`src/hw/card_config.svh`:
```
/*
 * Card glue configuration constants
 * Source count, audio alignment shifts and Apple bus output enables
 */

`ifndef CARD_CONFIG_SVH
`define CARD_CONFIG_SVH

// Responding peripherals on the card
`define CARD_NUM_SOURCES 5

// Audio alignment into the 16-bit mix
`define CARD_PERIPH_AUDIO_SHIFT 3
`define CARD_SPEAKER_SHIFT 12

// Clear these to keep the card off the Apple bus
`define CARD_BUS_DATA_OUT_ENABLE 1
`define CARD_IRQ_OUT_ENABLE 1

`endif

```
`src/hw/card_pkg.sv`:
```
/*
 * Card glue shared types
 * Bus bytes, responding source codes, audio samples and pixels
 */

`include "card_config.svh"

package card_pkg;

    typedef logic [7:0] a2_byte_t;  // Apple bus data

    // Responding card, NONE when nobody answers the read
    typedef enum logic [2:0] {
        SRC_NONE    = 3'd0,
        SRC_SSC     = 3'd1,  // Super serial
        SRC_SSP     = 3'd2,  // Sprite
        SRC_MB      = 3'd3,  // Mockingboard
        SRC_DISKII  = 3'd4,
        SRC_CARDROM = 3'd5
    } card_src_e;

    // Bit 0 has highest priority
    typedef logic [`CARD_NUM_SOURCES-1:0] rd_vec_t;

    typedef logic [9:0] periph_audio_t;          // Unsigned 10-bit
    typedef logic signed [15:0] audio_sample_t;  // Signed, mix and Ensoniq

    typedef struct packed {
        logic [7:0] r;
        logic [7:0] g;
        logic [7:0] b;
    } rgb_t;

endpackage

```
`src/hw/slot_resp_if.sv`:
```
/*
 * Slot response link
 * Carries the winning card response from decode to the bus drive stage
 */

interface slot_resp_if;

    logic                 valid;  // Some strobe won
    card_pkg::card_src_e  src;
    card_pkg::a2_byte_t   data;
    logic                 irq_n;  // Merged, active low

    modport producer (
        output valid, src, data, irq_n
    );

    modport consumer (
        input valid, src, data, irq_n
    );

endinterface

```
`src/hw/slot_resp_decode.sv`:
```
/*
 * Slot response decode
 * Fixed priority pick of the card answering a bus read, plus the
 * interrupt merge, registered into the response link
 */

`include "card_config.svh"

module slot_resp_decode (
    input  logic                 clk_logic_w,
    input  logic                 reset_i,
    input  card_pkg::rd_vec_t    rd_en_i,
    input  card_pkg::a2_byte_t   ssc_data_i,
    input  card_pkg::a2_byte_t   ssp_data_i,
    input  card_pkg::a2_byte_t   mb_data_i,
    input  card_pkg::a2_byte_t   diskii_data_i,
    input  card_pkg::a2_byte_t   cardrom_data_i,
    input  card_pkg::a2_byte_t   bus_data_i,
    input  logic                 mb_irq_n_i,
    input  logic                 vdp_irq_n_i,
    input  logic                 ssc_irq_n_i,
    slot_resp_if.producer        resp_o
);

    card_pkg::a2_byte_t  src_data_w [`CARD_NUM_SOURCES];
    card_pkg::a2_byte_t  sel_data_w;
    card_pkg::card_src_e sel_src_w;

    // Same order as the strobe vector
    assign src_data_w[0] = ssc_data_i;
    assign src_data_w[1] = ssp_data_i;
    assign src_data_w[2] = mb_data_i;
    assign src_data_w[3] = diskii_data_i;
    assign src_data_w[4] = cardrom_data_i;

    // Walk down from the lowest priority so bit 0 ends up the winner
    always_comb begin
        sel_src_w  = card_pkg::SRC_NONE;
        sel_data_w = bus_data_i;  // Nobody answers, bus byte passes
        for (int i = `CARD_NUM_SOURCES - 1; i >= 0; i--) begin
            if (rd_en_i[i]) begin
                sel_src_w  = card_pkg::card_src_e'(3'(i + 1));
                sel_data_w = src_data_w[i];
            end
        end
    end

    always_ff @(posedge clk_logic_w) begin
        if (reset_i) begin
            resp_o.valid <= 1'b0;
            resp_o.src   <= card_pkg::SRC_NONE;
            resp_o.irq_n <= 1'b1;
        end else begin
            resp_o.valid <= |rd_en_i;
            resp_o.src   <= sel_src_w;
            resp_o.irq_n <= mb_irq_n_i & vdp_irq_n_i & ssc_irq_n_i;
        end
    end

    always_ff @(posedge clk_logic_w) begin
        resp_o.data <= sel_data_w;
    end

endmodule

```
`src/hw/bus_drive.sv`:
```
/*
 * Apple bus drive stage
 * Registers the outgoing byte, its output enable during phi0 and the
 * card interrupt line
 */

`include "card_config.svh"

module bus_drive (
    input  logic                 clk_logic_w,
    input  logic                 reset_i,
    input  logic                 phi0_i,
    slot_resp_if.consumer        resp_i,
    output card_pkg::a2_byte_t   bus_data_o,
    output logic                 bus_data_oe_o,
    output logic                 irq_n_o
);

    localparam bit DATA_OUT_EN = (`CARD_BUS_DATA_OUT_ENABLE != 0);
    localparam bit IRQ_OUT_EN  = (`CARD_IRQ_OUT_ENABLE != 0);

    logic drive_w;
    logic irq_n_w;

    // Only a real card answer may drive, and only while phi0 is high
    assign drive_w = DATA_OUT_EN && phi0_i && resp_i.valid &&
                     (resp_i.src != card_pkg::SRC_NONE);

    assign irq_n_w = IRQ_OUT_EN ? resp_i.irq_n : 1'b1;  // Held off when disabled

    always_ff @(posedge clk_logic_w) begin
        if (reset_i) begin
            bus_data_oe_o <= 1'b0;
            irq_n_o       <= 1'b1;
        end else begin
            bus_data_oe_o <= drive_w;
            irq_n_o       <= irq_n_w;
        end
    end

    // Byte follows every cycle, the enable decides if it reaches the bus
    always_ff @(posedge clk_logic_w) begin
        bus_data_o <= resp_i.data;
    end

endmodule

```
`src/hw/audio_mixer.sv`:
```
/*
 * Audio mixer
 * Aligns speaker, sprite and Mockingboard audio to the Ensoniq scale and
 * sums them into one registered stereo pair
 */

`include "card_config.svh"

module audio_mixer (
    input  logic                     clk_logic_w,
    input  logic                     reset_i,
    input  logic                     speaker_i,
    input  card_pkg::periph_audio_t  ssp_audio_i,
    input  card_pkg::periph_audio_t  mb_audio_l_i,
    input  card_pkg::periph_audio_t  mb_audio_r_i,
    input  card_pkg::audio_sample_t  sg_audio_l_i,
    input  card_pkg::audio_sample_t  sg_audio_r_i,
    output card_pkg::audio_sample_t  audio_l_o,
    output card_pkg::audio_sample_t  audio_r_o
);

    logic [15:0] speaker_ext_w;
    logic [15:0] ssp_ext_w;

    // One channel's sum, wraps at 16 bits
    function automatic card_pkg::audio_sample_t mix_channel(
        input card_pkg::audio_sample_t sg,
        input card_pkg::periph_audio_t mb,
        input logic [15:0] ssp_ext,
        input logic [15:0] spk_ext
    );
        logic [15:0] mb_ext;
        logic [15:0] sum;
        mb_ext = 16'(mb) << `CARD_PERIPH_AUDIO_SHIFT;
        sum = 16'(sg) + ssp_ext + mb_ext + spk_ext;
        return card_pkg::audio_sample_t'(sum);
    endfunction

    // Speaker toggle is a big step, like the real click
    assign speaker_ext_w = 16'(speaker_i) << `CARD_SPEAKER_SHIFT;
    assign ssp_ext_w     = 16'(ssp_audio_i) << `CARD_PERIPH_AUDIO_SHIFT;  // Both sides

    always_ff @(posedge clk_logic_w) begin
        if (reset_i) begin
            audio_l_o <= '0;
            audio_r_o <= '0;
        end else begin
            audio_l_o <= mix_channel(sg_audio_l_i, mb_audio_l_i, ssp_ext_w, speaker_ext_w);
            audio_r_o <= mix_channel(sg_audio_r_i, mb_audio_r_i, ssp_ext_w, speaker_ext_w);
        end
    end

endmodule

```
`src/hw/video_post.sv`:
```
/*
 * Video post-processing
 * Scanline effect, halves each colour on odd lines when enabled
 */

module video_post (
    input  logic              clk_logic_w,
    input  logic              reset_i,
    input  logic              scanlines_i,
    input  logic [9:0]        screen_y_i,
    input  card_pkg::rgb_t    pixel_i,
    output card_pkg::rgb_t    pixel_o
);

    logic           dim_w;
    card_pkg::rgb_t pixel_w;

    assign dim_w = scanlines_i && screen_y_i[0];  // Odd line

    always_comb begin
        pixel_w = pixel_i;
        if (dim_w) begin
            pixel_w.r = {1'b0, pixel_i.r[7:1]};
            pixel_w.g = {1'b0, pixel_i.g[7:1]};
            pixel_w.b = {1'b0, pixel_i.b[7:1]};
        end
    end

    always_ff @(posedge clk_logic_w) begin
        if (reset_i) begin
            pixel_o <= '0;  // Black
        end else begin
            pixel_o <= pixel_w;
        end
    end

endmodule

```
`src/hw/card_glue_top.sv`:
```
/*
 * Apple II card glue top level
 * Bus response selection and drive, audio mix and scanline effect
 */

module card_glue_top (
    input  logic                     clk_logic_w,
    input  logic                     reset_i,
    input  logic                     phi0_i,

    // Peripheral read strobes and their bytes
    input  card_pkg::rd_vec_t        rd_en_i,
    input  card_pkg::a2_byte_t       ssc_data_i,
    input  card_pkg::a2_byte_t       ssp_data_i,
    input  card_pkg::a2_byte_t       mb_data_i,
    input  card_pkg::a2_byte_t       diskii_data_i,
    input  card_pkg::a2_byte_t       cardrom_data_i,
    input  card_pkg::a2_byte_t       bus_data_i,

    // Interrupts, active low
    input  logic                     mb_irq_n_i,
    input  logic                     vdp_irq_n_i,
    input  logic                     ssc_irq_n_i,

    // Audio sources
    input  logic                     speaker_i,
    input  card_pkg::periph_audio_t  ssp_audio_i,
    input  card_pkg::periph_audio_t  mb_audio_l_i,
    input  card_pkg::periph_audio_t  mb_audio_r_i,
    input  card_pkg::audio_sample_t  sg_audio_l_i,
    input  card_pkg::audio_sample_t  sg_audio_r_i,

    // Video
    input  logic                     scanlines_i,
    input  logic [9:0]               screen_y_i,
    input  card_pkg::rgb_t           pixel_i,

    output card_pkg::a2_byte_t       bus_data_o,
    output logic                     bus_data_oe_o,
    output logic                     irq_n_o,
    output card_pkg::audio_sample_t  audio_l_o,
    output card_pkg::audio_sample_t  audio_r_o,
    output card_pkg::rgb_t           pixel_o
);

    slot_resp_if resp_if ();

    slot_resp_decode decode0 (
        .clk_logic_w    (clk_logic_w),
        .reset_i        (reset_i),
        .rd_en_i        (rd_en_i),
        .ssc_data_i     (ssc_data_i),
        .ssp_data_i     (ssp_data_i),
        .mb_data_i      (mb_data_i),
        .diskii_data_i  (diskii_data_i),
        .cardrom_data_i (cardrom_data_i),
        .bus_data_i     (bus_data_i),
        .mb_irq_n_i     (mb_irq_n_i),
        .vdp_irq_n_i    (vdp_irq_n_i),
        .ssc_irq_n_i    (ssc_irq_n_i),
        .resp_o         (resp_if)
    );

    bus_drive drive0 (
        .clk_logic_w   (clk_logic_w),
        .reset_i       (reset_i),
        .phi0_i        (phi0_i),
        .resp_i        (resp_if),
        .bus_data_o    (bus_data_o),
        .bus_data_oe_o (bus_data_oe_o),
        .irq_n_o       (irq_n_o)
    );

    audio_mixer mixer0 (
        .clk_logic_w  (clk_logic_w),
        .reset_i      (reset_i),
        .speaker_i    (speaker_i),
        .ssp_audio_i  (ssp_audio_i),
        .mb_audio_l_i (mb_audio_l_i),
        .mb_audio_r_i (mb_audio_r_i),
        .sg_audio_l_i (sg_audio_l_i),
        .sg_audio_r_i (sg_audio_r_i),
        .audio_l_o    (audio_l_o),
        .audio_r_o    (audio_r_o)
    );

    video_post video0 (
        .clk_logic_w (clk_logic_w),
        .reset_i     (reset_i),
        .scanlines_i (scanlines_i),
        .screen_y_i  (screen_y_i),
        .pixel_i     (pixel_i),
        .pixel_o     (pixel_o)
    );

endmodule

```
`config.mk`:
```
export PLATFORM = sky130hd
export DESIGN_NAME = card_glue_top
export DESIGN_NICKNAME = d
export VERILOG_FILES = /design/src/hw/card_pkg.sv /design/src/hw/slot_resp_if.sv /design/src/hw/slot_resp_decode.sv /design/src/hw/bus_drive.sv /design/src/hw/audio_mixer.sv /design/src/hw/video_post.sv /design/src/hw/card_glue_top.sv
export VERILOG_INCLUDE_DIRS = /design/src /design/src/hw
export SDC_FILE = /design/constraint.sdc
export NUM_CORES = 1
export LEC_CHECK = 0
export ABC_AREA = 0
export BUFFER_PORTS_ARGS = -buffer_cell sky130_fd_sc_hd__buf_2
export CORE_MARGIN = 3
export CORE_UTILIZATION = 35
export DETAILED_ROUTE_END_ITERATION = 7
export PLACE_DENSITY = 0.66
export SLEW_MARGIN = 25
export SYNTH_ARGS = -nofsm -noshare
export SYNTH_HDL_FRONTEND = slang
export SYNTH_HIERARCHICAL = 1
export SYNTH_SLANG_ARGS = --single-unit
```
`constraint.sdc`:
```
create_clock -name clk_logic_w -period 7.4 [get_ports clk_logic_w]
set_input_delay 0.37 -clock clk_logic_w [delete_from_list [all_inputs] [get_ports clk_logic_w]]
set_output_delay 0.37 -clock clk_logic_w [all_outputs]
set_load 0.01 [all_outputs]
```
Word-level counts from Yosys, hierarchy flattened. Index checks and enable logic that the tools add are counted.

Add/subtract/negate cells: 6. Multipliers: 0. Divide/modulo/power cells: 0. Magnitude comparators: 0. Eq/ne operators: 0. Shift operators: 0. Mux-type cells: 11. Bitwise logic cells: 2. Reductions and logical operators: 8.

Operator list (count): 16-bit by 13-bit adder with 16-bit output (6); 8-bit 2-to-1 mux (5); 23-bit 2-to-1 mux (1); 3-bit 2-to-1 mux (2); 5-bit OR reduction (1); 2-bit 2-to-1 mux (2); 2-bit OR reduction (2); 4-bit OR reduction (1); 1-bit logical AND (3); 3-bit nonzero test (1); 1-bit bitwise AND (2); 1-bit 2-to-1 mux (1).

Bits in registers: 79. Latch bits: 0. RAM bits: 0. ROM bits: 0. Input bits: 157. Output and inout bits: 66. Logic and storage cells: 44. Memories kept: 0.

Logic depth before layout (Yosys ltp). Gate-level depths: netlist of run 1.

Depth after elaboration: 5. Gate-level depth with buffers: 12. Depth with buffers taken out: 12.

By module. Netlist of run 1, hierarchy kept.

By module, submodules not included: audio_mixer (instances 1, cells each 287, area an instance 2623.8 µm², sequential area each 640.6 µm²); video_post (instances 1, cells each 78, area an instance 903.4 µm², sequential area each 480.5 µm²); slot_resp_decode (instances 1, cells each 81, area an instance 850.8 µm², sequential area each 260.2 µm²); bus_drive (instances 1, cells each 14, area an instance 220.2 µm², sequential area each 200.2 µm²).

Worst setup path after synthesis of run 1. OpenSTA, ideal clock, no wires.

Kind: input to register. Start: input port ssp_audio_i[2]. End: register mixer0.audio_r_o[15]. Data arrival time: 2.774 ns. Path slack: 4.502 ns. Stages: 11. Path buffers: 0. Cells stage by stage: inv_1 fa_1 inv_1 ha_1 ha_1 fa_1 a21oi_1 o211ai_2 a221oi_2 mux2i_1 a2111oi_2.

Word-level cells in the longest chain between the ends: 3.

Ends and longest elaborated chain: from (decl) (line card_glue_top.sv:27) `input card_pkg::periph_audio_t ssp_audio_i,`; 16-bit by 13-bit adder with 16-bit output (3 in a row) (line audio_mixer.sv:35) `sum = 16'(sg) + ssp_ext + mb_ext + spk_ext;`; to (signal assigned) (line audio_mixer.sv:49) `audio_r_o <= mix_channel(sg_audio_r_i, mb_audio_r_i, ssp_ext_w, speaker_ext_w);`; to (decl) (line audio_mixer.sv:19) `output card_pkg::audio_sample_t audio_r_o`.

Every way passes these cells. A chain may end at the register's enable or synchronous reset.

Worst setup path after layout of run 1. Ends and elaborated chain as after synthesis.

==> impl_results.md, run 1 <==
- Mapped Cells: 460
- Post-synth top area share: 34.4%
- Syn nets: 679
- Routed Antenna Nets: 0
- CP max FO: 3
- Clock Tree Buf Depth: 2
- CTS tree: done
- Status: finished, final reports clean
- Post-route DRC: 0
- Synth area leaders: dfxtp_1 (34%), fa_1 (10%), ha_1 (10%)
- Worst Tran Pin Value: approximately 0.92 ns
- Number of synthesized flops with an enable pin: 0
- Hold Buf Count CTS: 0
- Via count: about 3800
- Post-synth top flop: dfxtp_1
- First-pass GRT wire length: 17.5 mm
- Tcrit/Tclk final: 39.0%
- Cell family with most CP delay: adder cells
- Max VDD drop: around 0.10 mV
- Area delta synth->final: 32.7%
- Crit start category: input port
- Largest net degree at the start of global routing: 70
- # IOs: 223
- Cell Area, Synth: roughly 4600 um^2
- Synth cell types: 48
- Die H: between 100 and 150 um
- CP max stage delay: 0.53 ns
- Layout cells sized above 1: 39.5%
- WL/cell: roughly 13 um
- CP arrival: 3.06 ns
- RSZ-0062 raised after global routing: false
- Root Driver: clkbuf_16
- Critical path type: input port to flop
- Antenna cells: 0
- Width of the die: 121 um
- Core Region: 12700 um^2
- F_max: 347 MHz
- Clock latency on the worst-skew pair: between 0.3 and 0.4 ns
- H-Tree Depth: 3
- Multiplexer area fraction after synthesis: 7.40%
- Max-cap violations: 0
- Die area: 14500 um^2
- Slew Limit Fails: 0
- # fillers: 1209
- Synth warnings: 6
- Site Rows: around 40
- RD Place Congestion: 0.871
- Main combinational cell family by area after synthesis: adder cells
- Crit path max-delay cell type: fa_1
- Clock-pin slew on the worst setup and hold paths: 0.06 ns
- Ys async rst share: 0%
- Setup TNS: 0 ns
- Synth cell count leaders: dfxtp_1 (79), inv_1 (79), ha_1 (38)
- Post-CTS Setup Bufs: 0
- Post-CTS Resized: 0
- Global Route Usage Sum: between 10% and 20%
- Worst EP required: 7.57 ns
- Routed WL: 10.8 mm
- Worst rel slew slack: 38.3%
- Kind of end point of the critical path: flop
- Xor and xnor area share after synthesis: approximately 2.1%
- CP Cell Sequence: buf_2 > inv_1 > fa_1 > inv_1 > ha_1 > ha_1 > fa_1 > a21oi_1 > o211ai_2 > a221oi_2 > mux2i_1 > a2111oi_2
- TritonCTS Sinks: 79
- Buffers & Inverters on Critical Path: 3
- Area share of fa/ha/maj cells after synthesis: between 20% and 30%
- I/O Buffers: 213
- DR iter-0 viols: 75
- Final HPWL DP: around 9 mm
- Min Hold Slack: 0.255 ns
- Worst Hold Class: input port to flop
- Final hold violations: 0
- Synth Area in Compound Gates: around 14%
- DRT Pass-1 Iters: 4
- Via/cell ratio: 4.50
- Leak: 3.30 nW
- FF+latch count, synth: 79
- Avg Inst Size Synth: ~10 um^2
- Initial core utilization: 36.1%
- CTS buffer count: 9
- Grt total ovfl: 0
- Initial antenna violation count: 0
- # setup viols final: 0
- Crit path time final: 2.89 ns
- Sequential fraction of the synthesis area: 34.4%
- Synth Area in Simple Gates: 13.4%
- Dominant cell type by area after synthesis: dfxtp_1
- Final nets: 890
- Final Skew: 0.000466 ns
- Vias in the first global route: 3859
- Pwr/cell area: 227 nW/um^2
==> cell usage in the layout (no fill, tap or decap), types with 2 or more instances in the layout <==
cell type | netlist | final
o21ai_0 | 8 | 8
clkbuf_16 | 0 | 9
buf_2 | 5 | 213
nor3_1 | 9 | 9
clkbuf_1 | 5 | 2
mux2i_1 | 19 | 19
nor2b_1 | 27 | 27
o21bai_1 | 3 | 3
inv_1 | 79 | 79
nand2b_1 | 23 | 23
a221oi_2 | 9 | 9
a21o_1 | 13 | 13
a21oi_1 | 12 | 12
o22ai_1 | 2 | 2
xnor2_1 | 5 | 5
a31oi_1 | 3 | 3
o211ai_1 | 2 | 2
fa_1 | 24 | 24
o31ai_2 | 9 | 9
and3_1 | 2 | 2
nand4b_1 | 3 | 3
dfxtp_1 | 79 | 79
mux2_2 | 4 | 4
mux2_4 | 7 | 7
nand2_1 | 13 | 13
clkinv_4 | 0 | 2
o21a_1 | 2 | 2
ha_1 | 38 | 38
a211oi_1 | 3 | 3
nor3b_1 | 3 | 3
xor2_1 | 6 | 6
nor2_1 | 23 | 23
==> per-stage QoR <==
step	setup slack, ns	utilization, %	cell area [um^2]	total power [mW]	std cells
6_report	4.51	48.0	6100	1.39	848
5_1_grt	4.34	48.0	6100	1.49	848
4_1_cts	4.46	48.0	6100	1.41	848
3_5_place_dp	4.13	45.6	5800	0.960	832
3_3_place_gp	4.11	45.6	5800	0.949	832
2_1_floorplan	4.50	-	4600	0.807	460
==> power breakdown <==
part	internal, mW	switching [mW]	total [mW]
clock	0.272	0.166	0.437
sequential	0.484	0.0136	0.498
combinational	0.211	0.242	0.453
total	0.966	0.421	1.39
==> registers in the layout (all words and copies together) (netlist names) <==
signal,count
decode0/resp_o.data,8
decode0/resp_o.irq_n,1
decode0/resp_o.src,3
decode0/resp_o.valid,1
drive0/bus_data_o,8
drive0/bus_data_oe_o,1
drive0/irq_n_o,1
mixer0/audio_l_o,16
mixer0/audio_r_o,16
video0/pixel_o,24
==> kinds of logic (layout without fill, tap and decap cells) <==
logic type,after synthesis,count (layout)
muxes,30,30
adders and majority gates,62,62
buffers and inverters,93,309
DFF,79,79
AOI/OAI and AO/OA,73,73
xor gates and xnor gates,11,11
and+or+nand+nor,112,112
==> layer usage <==
metal	global-route usage, %	vias up	share of wire (%)
li1	-	1936	-
met1	16.9	1711	41
met2	26.3	149	50
met3	3.18	17	7.1
met4	6.94	0	2.3
met5	0	-	0
==> worst register-to-register path, stage by stage, from the launching register on <==
cell and delay (ns):
dfxtp_1 0.29, nor3_1 0.20, nor3_1 0.08
==> worst paths after layout <==
path                                    start                              end  slack (ns)  depth (start not counted)
max                            ssp_audio_i[2]  mixer0/audio_r_o[15]$_SDFF_PP0_        4.51                         12
min                             ssc_data_i[1]   decode0/resp_o.data[1]$_DFF_P_        0.25                          3
max reg2reg  decode0/resp_o.src[2]$_SDFF_PP0_  drive0/bus_data_oe_o$_SDFF_PP0_        6.69                          2
min reg2reg    decode0/resp_o.data[3]$_DFF_P_     drive0/bus_data_o[3]$_DFF_P_        0.33                          0
==> cell type report <==
class | instances | area, um^2 | area share (%)
Clock inverter | 4 | 55.1 | 0.902
Timing Repair Buffer | 214 | 1070 | 17.6
Inverter | 79 | 297 | 4.86
Multi-Input combinational cell | 288 | 2640 | 43.2
Clock buffer | 12 | 246 | 4.04
Tap cell | 172 | 215 | 3.53
Sequential cell | 79 | 1580 | 25.9
No activity file was read; power rests on OpenSTA's default activity.
==> inputs of run 2 (changes only) <==
Settings changed: PLACE_DENSITY 0.66 to 0.69.
Clock period 7.4 ns to 2.6 ns, I/O delays scaled along.
==> run 2 against run 1 <==
Effect of this change: cell count up 2.7%; combinational power rose to 3.2 times the previous value; flip-flop and latch count unchanged; register-to-register slack worse by 4.8 ns; highest routed layer unchanged; global-route usage up 0.90 points; clock power rose to 2.8 times the previous value; critical path depth up 1; power rose to 3.0 times the previous value; first-iteration DRC count up 69%; via count up 4.0%; clock skew up 0.0021 ns.
==> impl_results.md, run 2 (synthesis results as in run 1) <==
- Area delta synth->final: 37.1%
- Largest net degree at the start of global routing: 70
- Crit start category: input port
- Post-route cell area: 6300 um^2
- Leak: approximately 3.4 nW
- CTS tree: done
- Via count: between 3000 and 4000
- Initial core utilization: 36.1%
- Post-CTS Resized: 0
- Setup TNS: 0 ns
- Comb power frac: 35.5%
- Vias in the first global route: 4164
- Power share of the clock group: around 30%
- Layout cells sized above 1: 42.2%
- Final hold violations: 0
- Core Region: 12700 um^2
- Grt total ovfl: 0
- Psw: 1.25 mW
- Worst Hold Class: input port to flop
- Most frequent CP cell: inv_1
- Routed Antenna Nets: 0
- CP Cell Sequence: buf_2 > inv_1 > fa_1 > inv_1 > ha_1 > ha_2 > inv_1 > fa_2 > nor2b_2 > nor3_1 > o31ai_2 > a311oi_1 > mux2_2
- Crit path time final: 2.48 ns
- # placed instances: 853
- Site Rows: 41
- Tcrit/Tclk final: 95.3%
- DR iter-0 viols: 127
- # IOs: 223
- RD Place Congestion: about 0.8
- Via/cell ratio: approximately 4.6
- Crit path max-delay cell type: fa_1
- DP Area: 5990 um^2
- # setup viols final: 0
- Kind of end point of the critical path: flop
- Biggest register: video0/pixel_o
- Top flop regs: video0/pixel_o x24, mixer0/audio_l_o x16, mixer0/audio_r_o x16
- Worst Tran Pin Value: 0.905 ns
- CP max FO: 3
- Width of the die: 121 um
- Global Route Usage Sum: 15.7%
- I/O Buffers: 213
- Slew Limit Fails: 0
- Pwr/cell area: 651 nW/um^2
- Clock latency on the worst-skew pair: 0.32 ns
- Max VDD drop: 0.297 mV
- Leading cell types in the layout, fill and taps excluded: buf_2 (212), inv_1 (79), dfxtp_1 (79)
- Switching part of the total power: 30.3%
- H-Tree Depth: 3
- CP arrival: 2.69 ns
- Die H: 121 um
- Fin cells: 871
- Post-route DRC: 0
- F_max: a little over 400 MHz
- Root Driver: clkbuf_16
- CP max stage delay: roughly 0.53 ns
- Die area: 14500 um^2
- Setup WS post-layout: approximately 0.12 ns
- CTS buffer count: 9
- DRT Pass-1 Iters: 5
- Routed WL: roughly 12 mm
- Worst rel slew slack: 39.6%
- Flop pwr share: between 30% and 40%
- Clock Tree Buf Depth: 2
- First-pass GRT wire length: 18.5 mm
- Initial antenna violation count: 0
- Worst EP required: 2.81 ns
- Clock-pin slew on the worst setup and hold paths: 0.06 ns
- Status: finished, final reports clean
- Place WS: -0.264 ns
- WL/cell: between 10 and 15 um
- TritonCTS Sinks: 79
- Final HPWL DP: 9.53 mm
- P_int: 2.86 mW
- Max reg flops: 24
- Final nets: 915
- Max-cap violations: 0
- Final Util: 49.6%
- Critical path type: input port to flop
- Antenna cells: 0
- Most common cell after layout, fill and taps aside: buf_2
- Final Skew: 0.00252 ns
[run 2: final cells by class]
type | instances | area [um^2]
clock buffer | 11 | 243
inverter | 79 | 297
fill | 1262 | 6420
timing repair buffer | 239 | 1270
sequential | 79 | 1580
multi-input combinational | 288 | 2660
tap | 172 | 215
clock inverter | 3 | 43.8
[run 2: worst max-delay path, delay by kind of cell]
family	cells	cell delay, ns
buffers and inverters	4	0.23
AND/OR/NAND/NOR	2	0.19
multiplexers	1	0.29
AO/OA/AOI/OAI	2	0.51
adder cells (fa/ha/maj)	4	1.33
[run 2: what timing repair did]
| action | 4_1_cts | 5_1_grt |
|---|---|---|
| hold buffers | 1 | 0 |
| setup buffers | 0 | 3 |
| setup endpoints to repair | 0 | 2 |
| hold endpoints to repair | 1 | 0 |
[run 2: per-layer routing]
layer	wire length, um	up-vias	GRT usage [%]
li1	-	1983	-
met1	4770	1818	18.0
met2	5830	147	28.0
met3	729	17	3.93
met4	228	0	6.09
met5	0	-	0
[run 2: metrics by stage]
step | total power [mW] | hold slack (ns)
after detailed placement | 2.88 | 0.312
after global routing | 4.38 | 0.00509
after floorplan | 2.32 | 0.199
final | 4.10 | 0.0146
after global placement | 2.84 | 0.312
after CTS | 4.15 | 0.00284
[run 2: worst paths after layout]
| path | start | endpoint | slack (ns) | depth (start not counted) |
|---|---|---|---|---|
| max reg2reg | decode0/resp_o.src[2]$_SDFF_PP0_ | drive0/bus_data_oe_o$_SDFF_PP0_ | 1.91 | 2 |
| max | ssp_audio_i[2] | mixer0/audio_l_o[15]$_SDFF_PP0_ | 0.12 | 13 |
| min reg2reg | decode0/resp_o.data[7]$_DFF_P_ | drive0/bus_data_o[7]$_DFF_P_ | 0.33 | 0 |
| min | ssc_data_i[1] | decode0/resp_o.data[1]$_DFF_P_ | 0.01 | 3 |
[run 2: power by group through the flow]
stage	sequential [mW]	combinational [mW]	clock (mW)
4_1_cts	1.43	1.45	1.28
6_report	1.42	1.46	1.23
5_1_grt	1.44	1.62	1.33
2_1_floorplan	1.52	0.791	0
3_5_place_dp	1.45	1.43	0
3_3_place_gp	1.44	1.39	0
